**src/design/mac_mem_pkg.sv**
```systemverilog
// Memory map and data widths shared by the download path and the SDRAM mux.
// SDRAM is word addressed; chipset and loader addresses count bytes.

package mac_mem_pkg;

	// ========================================================================
	// Bus widths
	// ========================================================================
	localparam int SDRAM_AW = 25;
	localparam int DATA_W   = 16;
	localparam int MEM_AW   = 22;
	localparam int IOCTL_AW = 25;

	// Download offset is 2 target bits above 19 word bits
	localparam int DIO_AW = 21;

	// ========================================================================
	// SDRAM map
	// ========================================================================
	// Downloads land above the OS ROM region
	localparam logic [3:0] DIO_REGION_PREFIX = 4'b0001;

	// Set for ROM reads, RAM lives below it
	localparam int ROM_SELECT_BIT = 21;

	// ========================================================================
	// Floppy images, final loader word address
	// ========================================================================
	// 819200 byte image
	localparam logic [IOCTL_AW-2:0] DSK_WORDS_DS = (IOCTL_AW-1)'(409600);
	// 409600 byte image
	localparam logic [IOCTL_AW-2:0] DSK_WORDS_SS = (IOCTL_AW-1)'(204800);

	// Black screen while the loader owns the bus
	localparam logic [DATA_W-1:0] DOWNLOAD_FILL = '1;

endpackage

```
**src/design/mac_ctrl_pkg.sv**
```systemverilog
// Control encodings and timing constants for the system glue.
// Hold counts are short so simulation stays fast; real hardware wants more.

package mac_ctrl_pkg;

	typedef enum logic [1:0] {
		CPU_68000 = 2'd0,
		CPU_68010 = 2'd1,
		CPU_68020 = 2'd2
	} cpu_model_e;

	typedef enum logic {
		MEM_1MB = 1'b0,
		MEM_4MB = 1'b1
	} mem_size_e;

	// Loader index, low two bits also pick the SDRAM region
	typedef enum logic [7:0] {
		DIO_ROM        = 8'd0,
		DIO_FLOPPY_INT = 8'd1,
		DIO_FLOPPY_EXT = 8'd2
	} dio_target_e;

	localparam int RESET_HOLD_TICKS = 32;
	localparam int RESET_CNT_W      = $clog2(RESET_HOLD_TICKS + 1);
	localparam int ACT_HOLD_CYCLES  = 200;
	localparam int ACT_CNT_W        = 8;
	localparam int NUM_DRIVES       = 2;

endpackage

```
**src/design/reset_sequencer.sv**
```systemverilog
// Runs only on clk8_en_p ticks; without ticks the reset state is frozen.
// A setting change is seen one tick after it happens.

module reset_sequencer (
	input  logic                     clk_sys,
	input  logic                     rst_n,
	input  logic                     clk8_en_p,
	input  logic                     pll_locked,
	input  logic                     ext_reset,
	input  logic                     user_button,
	input  logic                     status_reset,
	input  logic                     cpu_reset_req_n,
	input  mac_ctrl_pkg::mem_size_e  mem_config,
	input  mac_ctrl_pkg::cpu_model_e cpu_config,
	output logic                     sys_reset_n
);
	import mac_ctrl_pkg::*;

	mem_size_e              last_mem;
	cpu_model_e             last_cpu;
	logic [RESET_CNT_W-1:0] hold_cnt;
	logic                   reset_src;

	// Any of these restarts the hold
	assign reset_src = !pll_locked || ext_reset || user_button || status_reset ||
		(mem_config != last_mem) || (cpu_config != last_cpu) || !cpu_reset_req_n;

	always_ff @(posedge clk_sys or negedge rst_n) begin
		if (!rst_n) begin
			last_mem    <= MEM_1MB;
			last_cpu    <= CPU_68000;
			hold_cnt    <= RESET_CNT_W'(RESET_HOLD_TICKS);
			sys_reset_n <= 1'b0;
		end else if (clk8_en_p) begin
			last_mem <= mem_config;
			last_cpu <= cpu_config;
			if (reset_src) begin
				hold_cnt    <= RESET_CNT_W'(RESET_HOLD_TICKS);
				sys_reset_n <= 1'b0;
			end else if (hold_cnt != '0) begin
				hold_cnt <= hold_cnt - RESET_CNT_W'(1);
			end else begin
				// Count ran out on an earlier tick
				sys_reset_n <= 1'b1;
			end
		end
	end

endmodule

```
**src/design/floppy_image_detect.sv**
```systemverilog
// One instance per drive; only sizes of exactly 400K or 800K are accepted.
// Flags are valid one cycle after dio_download falls.

module floppy_image_detect #(
	parameter mac_ctrl_pkg::dio_target_e DRIVE_TARGET = mac_ctrl_pkg::DIO_FLOPPY_INT
) (
	input  logic                            clk_sys,
	input  logic                            rst_n,
	input  logic                            dio_download,
	input  logic                            eject,
	input  mac_ctrl_pkg::dio_target_e       dio_index,
	input  logic [mac_mem_pkg::IOCTL_AW-2:0] dio_words,
	output logic                            disk_ins,
	output logic                            disk_ds
);
	import mac_mem_pkg::*;

	logic download_q;
	logic disk_ss;
	logic download_end;

	assign download_end = download_q && !dio_download && (dio_index == DRIVE_TARGET);

	always_ff @(posedge clk_sys or negedge rst_n) begin
		if (!rst_n) begin
			download_q <= 1'b0;
			disk_ds    <= 1'b0;
			disk_ss    <= 1'b0;
		end else begin
			download_q <= dio_download;
			// Eject from the OS wins over a finishing download
			if (eject) begin
				disk_ds <= 1'b0;
				disk_ss <= 1'b0;
			end else if (download_end) begin
				disk_ds <= (dio_words == DSK_WORDS_DS);
				disk_ss <= (dio_words == DSK_WORDS_SS);
			end
		end
	end

	// Unknown sizes leave the drive empty
	assign disk_ins = disk_ds | disk_ss;

endmodule

```
**src/design/download_buffer.sv**
```systemverilog
// Holds a single loader word; the loader must not strobe while ioctl_wait is high.
// A word is written in the first complete download slot after the strobe.

module download_buffer (
	input  logic                             clk_sys,
	input  logic                             rst_n,
	input  logic                             ioctl_wr,
	input  logic                             dio_bus_control,
	input  logic [mac_mem_pkg::IOCTL_AW-1:0] ioctl_addr,
	input  logic [mac_mem_pkg::DATA_W-1:0]   ioctl_data,
	input  mac_ctrl_pkg::dio_target_e        dio_index,
	output logic                             ioctl_wait,
	output logic                             dio_write,
	output logic [mac_mem_pkg::DIO_AW-1:0]   dio_a,
	output logic [mac_mem_pkg::DATA_W-1:0]   dio_data
);
	import mac_mem_pkg::*;

	logic bus_control_q;

	// Payload, loaded on every strobe
	always_ff @(posedge clk_sys or negedge rst_n) begin
		if (!rst_n) begin
			dio_data <= '0;
			dio_a    <= '0;
		end else if (ioctl_wr) begin
			// Loader sends little endian, the 68k bus is big endian
			dio_data <= {ioctl_data[DATA_W/2-1:0], ioctl_data[DATA_W-1:DATA_W/2]};
			dio_a    <= {dio_index[1:0], ioctl_addr[19:1]};
		end
	end

	always_ff @(posedge clk_sys or negedge rst_n) begin
		if (!rst_n) begin
			ioctl_wait    <= 1'b0;
			dio_write     <= 1'b0;
			bus_control_q <= 1'b0;
		end else begin
			bus_control_q <= dio_bus_control;
			if (ioctl_wr)
				ioctl_wait <= 1'b1;
			// Arm the write only between slots so a slot is never cut short
			if (!dio_bus_control)
				dio_write <= ioctl_wait;
			// Slot just ended with the write armed
			if (bus_control_q && !dio_bus_control && dio_write)
				ioctl_wait <= 1'b0;
		end
	end

endmodule

```
**src/design/sdram_port_mux.sv**
```systemverilog
// Purely combinational; the loader owns SDRAM only while downloading in its slot.
// Disk reads are byte wide and are spread over both halves of the word.

module sdram_port_mux (
	input  logic                                 dio_download,
	input  logic                                 dio_bus_control,
	input  logic                                 dio_write,
	input  logic [mac_mem_pkg::DIO_AW-1:0]       dio_a,
	input  logic [mac_mem_pkg::DATA_W-1:0]       dio_data,
	input  logic [mac_mem_pkg::MEM_AW-1:0]       mem_addr,
	input  logic [mac_mem_pkg::DATA_W-1:0]       mem_dout,
	input  logic                                 rom_oe_n,
	input  logic                                 ram_oe_n,
	input  logic                                 ram_we_n,
	input  logic                                 mem_uds_n,
	input  logic                                 mem_lds_n,
	input  logic [mac_ctrl_pkg::NUM_DRIVES-1:0]  dsk_read_ack,
	input  logic [mac_mem_pkg::DATA_W-1:0]       sdram_out,
	output logic [mac_mem_pkg::SDRAM_AW-1:0]     sdram_addr,
	output logic [mac_mem_pkg::DATA_W-1:0]       sdram_din,
	output logic [1:0]                           sdram_ds,
	output logic                                 sdram_we,
	output logic                                 sdram_oe,
	output logic [mac_mem_pkg::DATA_W-1:0]       sdram_do
);
	import mac_mem_pkg::*;

	logic                download_cycle;
	logic [SDRAM_AW-1:0] mem_sdram_addr;
	logic [DATA_W-1:0]   disk_byte;

	assign download_cycle = dio_download && dio_bus_control;

	// ROM and RAM map straight onto SDRAM words
	always_comb begin
		mem_sdram_addr                       = '0;
		mem_sdram_addr[ROM_SELECT_BIT]       = !rom_oe_n;
		mem_sdram_addr[ROM_SELECT_BIT-1:0]   = mem_addr[MEM_AW-1:1];
	end

	// Odd byte address takes the low half
	assign disk_byte = mem_addr[0] ? {2{sdram_out[DATA_W/2-1:0]}}
	                               : {2{sdram_out[DATA_W-1:DATA_W/2]}};

	assign sdram_addr = download_cycle ? {DIO_REGION_PREFIX, dio_a} : mem_sdram_addr;
	assign sdram_din  = download_cycle ? dio_data : mem_dout;
	assign sdram_ds   = download_cycle ? 2'b11 : {!mem_uds_n, !mem_lds_n};
	assign sdram_we   = download_cycle ? dio_write : !ram_we_n;
	assign sdram_oe   = download_cycle ? 1'b0 : (!ram_oe_n || !rom_oe_n);
	assign sdram_do   = download_cycle ? DOWNLOAD_FILL :
	                    (|dsk_read_ack) ? disk_byte : sdram_out;

endmodule

```
**src/design/disk_activity_led.sv**
```systemverilog
// Activity is stretched to ACT_HOLD_CYCLES clocks, the pulse lags one cycle.
// With a motor running the LED is lit and activity blinks it off.

module disk_activity_led (
	input  logic                                clk_sys,
	input  logic                                rst_n,
	input  logic                                dio_download,
	input  logic [mac_ctrl_pkg::NUM_DRIVES-1:0] disk_act,
	input  logic [mac_ctrl_pkg::NUM_DRIVES-1:0] disk_motor,
	output logic                                led_user
);
	import mac_ctrl_pkg::*;

	logic [ACT_CNT_W-1:0] hold_cnt;
	logic                 act_pulse;

	always_ff @(posedge clk_sys or negedge rst_n) begin
		if (!rst_n) begin
			hold_cnt  <= '0;
			act_pulse <= 1'b0;
		end else begin
			act_pulse <= (hold_cnt != '0);
			if (|disk_act)
				hold_cnt <= ACT_CNT_W'(ACT_HOLD_CYCLES);
			else if (hold_cnt != '0)
				hold_cnt <= hold_cnt - ACT_CNT_W'(1);
		end
	end

	assign led_user = dio_download || (act_pulse ^ (|disk_motor));

endmodule

```
**src/design/mac_glue_top.sv**
```systemverilog
// Glue around CPU, chipset and SDRAM controller, which live outside this top.
// clk8_en_p and dio_bus_control come from the bus timing controller.

module mac_glue_top (
	input  logic                                 clk_sys,
	input  logic                                 rst_n,
	input  logic                                 clk8_en_p,
	input  logic                                 pll_locked,
	input  logic                                 ext_reset,
	input  logic                                 user_button,
	input  logic                                 status_reset,
	input  mac_ctrl_pkg::mem_size_e              mem_config,
	input  mac_ctrl_pkg::cpu_model_e             cpu_config,
	input  logic                                 cpu_reset_req_n,
	input  logic                                 dio_download,
	input  mac_ctrl_pkg::dio_target_e            dio_index,
	input  logic                                 ioctl_wr,
	input  logic [mac_mem_pkg::IOCTL_AW-1:0]     ioctl_addr,
	input  logic [mac_mem_pkg::DATA_W-1:0]       ioctl_data,
	input  logic                                 dio_bus_control,
	input  logic [mac_ctrl_pkg::NUM_DRIVES-1:0]  disk_eject,
	input  logic [mac_ctrl_pkg::NUM_DRIVES-1:0]  disk_motor,
	input  logic [mac_ctrl_pkg::NUM_DRIVES-1:0]  disk_act,
	input  logic [mac_mem_pkg::MEM_AW-1:0]       mem_addr,
	input  logic                                 rom_oe_n,
	input  logic                                 ram_oe_n,
	input  logic                                 ram_we_n,
	input  logic                                 mem_uds_n,
	input  logic                                 mem_lds_n,
	input  logic [mac_mem_pkg::DATA_W-1:0]       mem_dout,
	input  logic [mac_ctrl_pkg::NUM_DRIVES-1:0]  dsk_read_ack,
	input  logic [mac_mem_pkg::DATA_W-1:0]       sdram_out,
	output logic                                 sys_reset_n,
	output logic [mac_ctrl_pkg::NUM_DRIVES-1:0]  disk_ins,
	output logic [mac_ctrl_pkg::NUM_DRIVES-1:0]  disk_ds,
	output logic                                 ioctl_wait,
	output logic [mac_mem_pkg::SDRAM_AW-1:0]     sdram_addr,
	output logic [mac_mem_pkg::DATA_W-1:0]       sdram_din,
	output logic [1:0]                           sdram_ds,
	output logic                                 sdram_we,
	output logic                                 sdram_oe,
	output logic [mac_mem_pkg::DATA_W-1:0]       sdram_do,
	output logic                                 led_user
);
	import mac_mem_pkg::*;
	import mac_ctrl_pkg::*;

	logic              dio_write;
	logic [DIO_AW-1:0] dio_a;
	logic [DATA_W-1:0] dio_data;

	// ========================================================================
	// Reset and floppy status
	// ========================================================================
	reset_sequencer i_reset_sequencer (
		.clk_sys, .rst_n, .clk8_en_p, .pll_locked, .ext_reset, .user_button,
		.status_reset, .cpu_reset_req_n, .mem_config, .cpu_config, .sys_reset_n
	);

	// Loader address counts bytes, image size is checked in words
	floppy_image_detect #(.DRIVE_TARGET(DIO_FLOPPY_INT)) i_floppy_int (
		.clk_sys, .rst_n, .dio_download, .eject(disk_eject[0]), .dio_index,
		.dio_words(ioctl_addr[IOCTL_AW-1:1]), .disk_ins(disk_ins[0]), .disk_ds(disk_ds[0])
	);

	floppy_image_detect #(.DRIVE_TARGET(DIO_FLOPPY_EXT)) i_floppy_ext (
		.clk_sys, .rst_n, .dio_download, .eject(disk_eject[1]), .dio_index,
		.dio_words(ioctl_addr[IOCTL_AW-1:1]), .disk_ins(disk_ins[1]), .disk_ds(disk_ds[1])
	);

	// ========================================================================
	// Download and SDRAM port
	// ========================================================================
	download_buffer i_download_buffer (
		.clk_sys, .rst_n, .ioctl_wr, .dio_bus_control, .ioctl_addr, .ioctl_data,
		.dio_index, .ioctl_wait, .dio_write, .dio_a, .dio_data
	);

	sdram_port_mux i_sdram_port_mux (
		.dio_download, .dio_bus_control, .dio_write, .dio_a, .dio_data,
		.mem_addr, .mem_dout, .rom_oe_n, .ram_oe_n, .ram_we_n, .mem_uds_n, .mem_lds_n,
		.dsk_read_ack, .sdram_out, .sdram_addr, .sdram_din, .sdram_ds, .sdram_we,
		.sdram_oe, .sdram_do
	);

	disk_activity_led i_disk_activity_led (
		.clk_sys, .rst_n, .dio_download, .disk_act, .disk_motor, .led_user
	);

endmodule

```
**config.mk**
```make
export PLATFORM = sky130hd
export DESIGN_NAME = mac_glue_top
export DESIGN_NICKNAME = d
export VERILOG_FILES = /design/src/design/mac_mem_pkg.sv /design/src/design/mac_ctrl_pkg.sv /design/src/design/reset_sequencer.sv /design/src/design/floppy_image_detect.sv /design/src/design/download_buffer.sv /design/src/design/sdram_port_mux.sv /design/src/design/disk_activity_led.sv /design/src/design/mac_glue_top.sv
export SDC_FILE = /design/constraint.sdc
export NUM_CORES = 1
export LEC_CHECK = 0
export BUFFER_PORTS_ARGS = -buffer_cell sky130_fd_sc_hd__buf_4
export CELL_PAD_IN_SITES_DETAIL_PLACEMENT = 1
export CELL_PAD_IN_SITES_GLOBAL_PLACEMENT = 1
export CORE_MARGIN = 3
export CORE_UTILIZATION = 36
export CTS_BUF_LIST = sky130_fd_sc_hd__clkbuf_2 sky130_fd_sc_hd__clkbuf_4 sky130_fd_sc_hd__clkbuf_8
export DETAILED_ROUTE_END_ITERATION = 6
export GPL_TIMING_DRIVEN = 0
export PLACE_DENSITY_LB_ADDON = 0.2
export RECOVER_POWER = 50
export SYNTH_ARGS = -nofsm -noshare
export SYNTH_HDL_FRONTEND = slang
export SYNTH_SLANG_ARGS = --single-unit
```
**constraint.sdc**
```tcl
create_clock -name clk_sys -period 2.69 [get_ports clk_sys]
set_input_delay 0 -clock clk_sys [delete_from_list [all_inputs] [get_ports clk_sys]]
set_output_delay 0 -clock clk_sys [all_outputs]
set_load 0.05 [all_outputs]
```
After elaboration in Yosys (flattened, before gate mapping)
Cells that the tools add are included.

Word-level logic and storage cells: 87. Input port bits: 130. Flip-flop bits (word level): 64.

Reduce and logical (&&, ||, !) cells: 35. Muxes and demuxes: 24. Equal/unequal tests: 7. $add $sub $neg: 2. Bitwise operators: 3.

Operators with widths (count): 16-bit two-way mux (4); 24-bit by 18-bit equality test with 1-bit output (second input constant) (1); 24-bit by 19-bit equality test with 1-bit output (second input constant) (1); 22-bit two-way mux (1); 8-bit two-way mux (2); 1-bit two-way mux (14); 6-bit two-way mux (2); 2-bit nonzero test (5); 1-bit logical NOT (9); 8-bit by 1-bit equality test with 1-bit output (second input constant) (1); 8-bit by 2-bit equality test with 1-bit output (second input constant) (1); 1-bit logical OR (8); 8-bit nonzero test (1); 8-bit by 1-bit subtractor with 8-bit output (second input constant) (1); 1-bit logical AND (6); 6-bit nonzero test (1); 2-bit OR reduction (3); 6-bit by 1-bit subtractor with 6-bit output (second input constant) (1); 2-bit AND reduction (2); 2-bit two-way mux (1); 2-bit by 1-bit != test with 1-bit output (second input constant) (1); 2-bit != test (1); 1-bit OR (2); 1-bit != test (1); 1-bit XOR (1).

Longest topological paths before layout
Depth after elaboration: 9. Depth in mapped cells: 6.

By module
A second synthesis with hierarchy kept.

Cells, all modules: 329. Area total of the unflattened synthesis: 4061.4 um2.

Modules (own cells, without submodules): download_buffer (instances 1, area each 1551.5 um2, sequential area each 1001.0 um2, cells an instance 84); sdram_port_mux (instances 1, area each 960.9 um2, sequential area each 0.0 um2, cells an instance 93); reset_sequencer (instances 1, area each 588.1 um2, sequential area each 251.5 um2, cells an instance 51); disk_activity_led (instances 1, area each 518.0 um2, sequential area each 225.2 um2, cells an instance 55); floppy_image_detect (instances 2, area each 221.5 um2, sequential area each 75.1 um2, cells an instance 23).

Worst setup path before layout
Ideal clock, no wire load.

Path kind: reg2reg. Start: reg i_disk_activity_led.hold_cnt[0]. End: reg i_disk_activity_led.hold_cnt[6]. Path slack: 1.049 ns. Library setup time: 0.127 ns. Arrival time: 1.514 ns. Clock period less this slack: 1.641 ns. Stages on the path, launching flop included: 7. Cells stage by stage: dfrtp_1 inv_1 ha_1 or3b_2 nor3_1 mux2i_1 nand2_1.

Cells in the longest elaborated chain, start to end: 3. Elaborated cells between the ends (all ways): 5. Classes of those cells: add/sub (1); mux (2); reduce/logical (2).

RTL lines: from (decl) (line disk_activity_led.sv:14) `logic [ACT_CNT_W-1:0] hold_cnt;`; from (signal assigned) (line disk_activity_led.sv:24) `hold_cnt <= ACT_CNT_W'(ACT_HOLD_CYCLES);`; from (signal assigned) (line disk_activity_led.sv:26) `hold_cnt <= hold_cnt - ACT_CNT_W'(1);`; 8-bit by 1-bit subtractor with 8-bit output (line disk_activity_led.sv:26); 8-bit two-way mux (line disk_activity_led.sv:25) `else if (hold_cnt != '0)`; 8-bit two-way mux (line disk_activity_led.sv:23) `if (|disk_act)`.

Parallel ways exist; a longest one is shown, timed or not. The select of a mux whose other input is x is not followed. A chain may end at the register's enable or synchronous reset.

Worst setup path in the final report
Start: in dio_download. End: reg i_floppy_ext.disk_ds.

Cells in the longest elaborated chain, start to end: 4.

RTL lines: from (decl) (line mac_glue_top.sv:15) `input logic dio_download,`; 1-bit logical NOT (line floppy_image_detect.sv:22) `assign download_end = download_q && !dio_download && (dio_index == DRIVE_TARGET);`; 1-bit logical AND (2 in a row) (line floppy_image_detect.sv:22); 2-bit nonzero test (no source line); to (signal assigned) (line floppy_image_detect.sv:36) `disk_ds <= (dio_words == DSK_WORDS_DS);`; to (decl) (line floppy_image_detect.sv:14) `output logic disk_ds`.

Every way passes these cells.

==> metrics.csv <==
stage,metric,value,unit
run_status,status,finished with violations,
run_status,violations,"capacitance limit, slew limit",
global_route,grt_pass1_vias,3987,
synthesis,synth_top_family_by_area,multiplexers,
worst_setup_path,regToRegEndpoint,i_disk_activity_led.hold_cnt[4]$_DFFE_PN0P_,
place,dp.final_hpwl,9690,um
pwr,power.leakage,2.75,nW
worst_setup_path,rr_worst_depth,7,
synthesis,yosys.area.top_type,dfrtp_1,
sta,fmax,432,MHz
synthesis,synth_cells,329,
floorplan,initial_utilization,37.7,%
worst_setup_path,worstSetupEndpointType,register,
cts,cts_root_buf,clkbuf_8,
cts,clkTransAtPathRegs,0.09,ns
cells_and_area,layout_common_cells,"buf_4 (195), mux2_2 (78), dfrtp_1 (63), dlygate4sd3_1 (51), nand2_1 (47)",
min_path,hp-class,in2reg,
worst_setup_path,crit_family,buffers and inverters,
global_route,grt_use_total,25.1,%
cells_and_area,drive_above_1_share,50.7,%
worst_setup_path,cp.required,2.98,ns
global_route,grt_pass1_wl,21700,um
cells_and_area,area_growth,64.7,%
worst_setup_path,rrSetupSlack,0.46,ns
global_route,grtUsageMet2,46.5,%
pwr,power.switching,0.00104,W
synthesis,synth_seq_cells,64,
synthesis,yosys.area_share.adder,1.41,%
global_route,grt.busiest_layer,met2,
worst_setup_path,crit-reg2reg-launch,i_disk_activity_led.hold_cnt[0]$_DFFE_PN0P_,
floorplan,core_area,9420,um2
cts,postCtsSetupRepairBufs,0,
worst_setup_path,crit_top_cell,dlygate4sd3_1,
cells_and_area,diodes,0,
flow_run,maxCapViolCount,1,
global_route,grt-ovfl-total,0,
cts,numCtsBuffers,9,
route,routedWlPerCell,19.4,um
cts,cts_tree,built,
min_path,min_from,clk8_en_p,
cts,clockBufferDepth,2,
synthesis,synth_seq_area_share,45.1,%
route,vias,3618,
synthesis,synth_xor_area_share,1.48,%
route,wl,13900,um
synthesis,synth.avg_cell_area,10.8,um2
route,dr.pass1.iters,4,
worst_setup_path,path_class,in2reg,
sta,period_share,86.1,%
sta,worst_slack,0.375,ns
pwr,ir_worst_vdd,0.282,mV
global_route,grt_util_met3,5.51,%
pwr,clkPwrFrac,27.6,%
place,portBuffers,192,
synthesis,syn_area,3550,um2
global_route,antenna_found_initial,0,
floorplan,die_area,11100,um2
sta,max-slew-margin-rel,-7.97,%
route,ant_nets,0,
cells_and_area,final_area,5850,um2
worst_setup_path,cp-start-kind,input port,
floorplan,die_w,105,um
min_path,min_path_cells,4,
worst_setup_path,crit_chain,dlygate4sd3_1 -> clkbuf_1 -> nor4b_1 -> and4b_1 -> nand4_1 -> a21oi_1 -> dlygate4sd3_1,
sta,setup_tns,0,ns
pwr,p_comb_share,34.4,%
cells_and_area,final_nets,719,
pwr,cell_internal_pwr,0.00187,W
synthesis,synth_top_area_share,44.4,%
route,drcViolationCount,0,
sta,fin_crit,2.31,ns
global_route,use_met1,28.1,%
floorplan,die_h,105,um
synthesis,ys_types,50,
pwr,seqPwrFrac,38.0,%
floorplan,core.rowCount,35,
synthesis,yosys.area_share.simple,17.8,%
worst_setup_path,critPathBufInv,3,
place,dpl-instance-area,5160,um2
cts,htree_levels,3,
sta,rsz0062_at_grt,false,
pwr,p_sw_share,35.8,%
sta,finalSetupViolations,0,
sta,drv_slew,65,
pwr,powerDensity,498,nW/um2
sta,clock_skew,0.00681,ns
synthesis,synth-compound-area-share,5.60,%
min_path,hold_end,i_reset_sequencer.hold_cnt[3]$_DFFE_PN0P_,
global_route,grt_max_degree,65,
cts,numClockSinks,64,
route,drt_iter0_drc,72,
sta,worst_pin_slew,1.62,ns
cts,clkLatencyLatePin,0.34,ns
worst_setup_path,cp_max_fo,5,
floorplan,ios,198,
synthesis,yosys_warnings,0,
synthesis,synthTopCellsByArea,"dfrtp_1 (44%), mux2_2 (25%), nand2_1 (5.0%)",
synthesis,yosys-mux-area-fraction,25.0,%
worst_setup_path,cp_data_arrival_time,2.61,ns
cells_and_area,mostFrequentLayoutCell,buf_4,
route,vias_per_cell,5.03,
cells_and_area,nFillCells,1073,
worst_setup_path,worst_path_largest_cell_delay,0.66,ns
place,pre_cts_slack,0.782,ns
worst_setup_path,slowest_stage,nor4b_1,
place,place.gp.congestion,0.791,
sta,hold_violations,0,
[metal layers]
| metal | up-vias | part of all wire (%) |
|---|---|---|
| met5 | - | 0 |
| met4 | 0 | 2.5 |
| met3 | 24 | 5.4 |
| met2 | 127 | 53 |
| met1 | 1776 | 39 |
| li1 | 1691 | - |
[Yosys cell counts (all sizes together)]
cell type and count:
a2111oi 2, a211o 1, a211oi 1, a21boi 1, a21o 1, a21oi 14
a22oi 1, a311oi 1, a31oi 1, and3 1, and3b 1, and4b 3
buf 11, clkbuf 9, conb 1, dfrtp 63, dfstp 1, ha 4
inv 5, mux2 78, mux2i 1, nand2 47, nand2b 1, nand3 18
nand3b 2, nand4 5, nand4b 2, nor2 9, nor2b 3, nor3 9
nor4 6, nor4b 2, nor4bb 2, o21a 1, o21ai 4, o22a 1
o31ai 2, or2 3, or3 3, or3b 1, or4 1, xnor2 3
xor2 3
[worst reg2reg max path: stages, from the launching register on]
cell,delay [ns]
dfrtp_1,0.42
inv_1,0.10
ha_1,0.20
or3b_2,0.47
a21oi_1,0.17
xnor2_1,0.15
nor3_1,0.06
dlygate4sd3_1,0.55
[state kept, by name, indices dropped and copies added (netlist names)]
register,cells
i_disk_activity_led.act_pulse,1
i_disk_activity_led.hold_cnt,8
i_download_buffer.bus_control_q,1
i_download_buffer.dio_a,21
i_download_buffer.dio_data,16
i_download_buffer.dio_write,1
i_download_buffer.ioctl_wait,1
i_floppy_ext.disk_ds,1
i_floppy_ext.disk_ss,1
i_floppy_ext.download_q,1
i_floppy_int.disk_ds,1
i_floppy_int.disk_ss,1
i_reset_sequencer.hold_cnt,6
i_reset_sequencer.last_cpu,2
i_reset_sequencer.last_mem,1
i_reset_sequencer.sys_reset_n,1
[final cells by class]
cell class	count	area [um2]	area share, %
repair buffers	243	1940	33.1
clock inverters	5	38.8	0.663
well taps	129	161	2.76
clock buffers	11	151	2.59
plain buffers	20	101	1.73
multi-input cells	242	1830	31.4
flip-flops and latches	64	1600	27.4
inverters	5	18.8	0.321
[stage by stage]
stage	utilization [%]	std cells	hold slack, ns	total power [W]
floorplan	-	331	-0.296	0.00168
global placement	54.8	652	0.149	0.00203
detailed placement	54.8	652	0.155	0.00206
CTS	62.3	719	0.0209	0.00293
global route	62.1	719	0.0486	0.00304
finish	62.1	719	0.0363	0.00291
[how the worst max path moves through the flow]
stage | startpoint | end | slack [ns] | cells past startpoint
6_report | dio_download | i_floppy_ext.disk_ds$_DFFE_PN0P_ | 0.38 | 7
5_1_grt | dio_download | i_floppy_ext.disk_ds$_DFFE_PN0P_ | 0.24 | 7
4_1_cts | i_disk_activity_led.hold_cnt[0]$_DFFE_PN0P_ | i_disk_activity_led.hold_cnt[4]$_DFFE_PN0P_ | 0.44 | 7
3_5_place_dp | i_disk_activity_led.hold_cnt[0]$_DFFE_PN0P_ | i_disk_activity_led.hold_cnt[1]$_DFFE_PN0P_ | 0.78 | 5
3_3_place_gp | i_disk_activity_led.hold_cnt[0]$_DFFE_PN0P_ | i_disk_activity_led.hold_cnt[1]$_DFFE_PN0P_ | 0.86 | 5
2_1_floorplan | i_disk_activity_led.hold_cnt[0]$_DFFE_PN0P_ | i_disk_activity_led.hold_cnt[6]$_DFFE_PN0P_ | 1.05 | 6
[power by group through the flow]
stage	registers [W]	clock network, W	logic [W]
floorplan	0.00111	0	0.000566
finish	0.00111	0.000803	0.00100
CTS	0.00111	0.000824	0.000998
global route	0.00112	0.000861	0.00106
detailed placement	0.00112	0	0.000936
global placement	0.00112	0	0.000915
[kinds of logic (layout without fill, tap and decap cells)]
kind of cell,Yosys count,in the layout
AO/OA/AOI/OAI,31,31
XOR/XNOR,6,6
adder cells (fa/ha/maj),4,4
buffers and inverters,25,284
flip-flops,64,64
multiplexers,79,79
other,1,3
AND/OR/NAND/NOR,119,119
[repair_timing]
| action | in CTS | in global routing |
|---|---|---|
| endpoints found under the setup margin | 0 | 0 |
| hold buffers | 51 | 0 |
| hold endpoints to repair | 118 | 0 |
| resized for setup | 0 | 0 |
No activity file was read; power rests on OpenSTA's default activity.
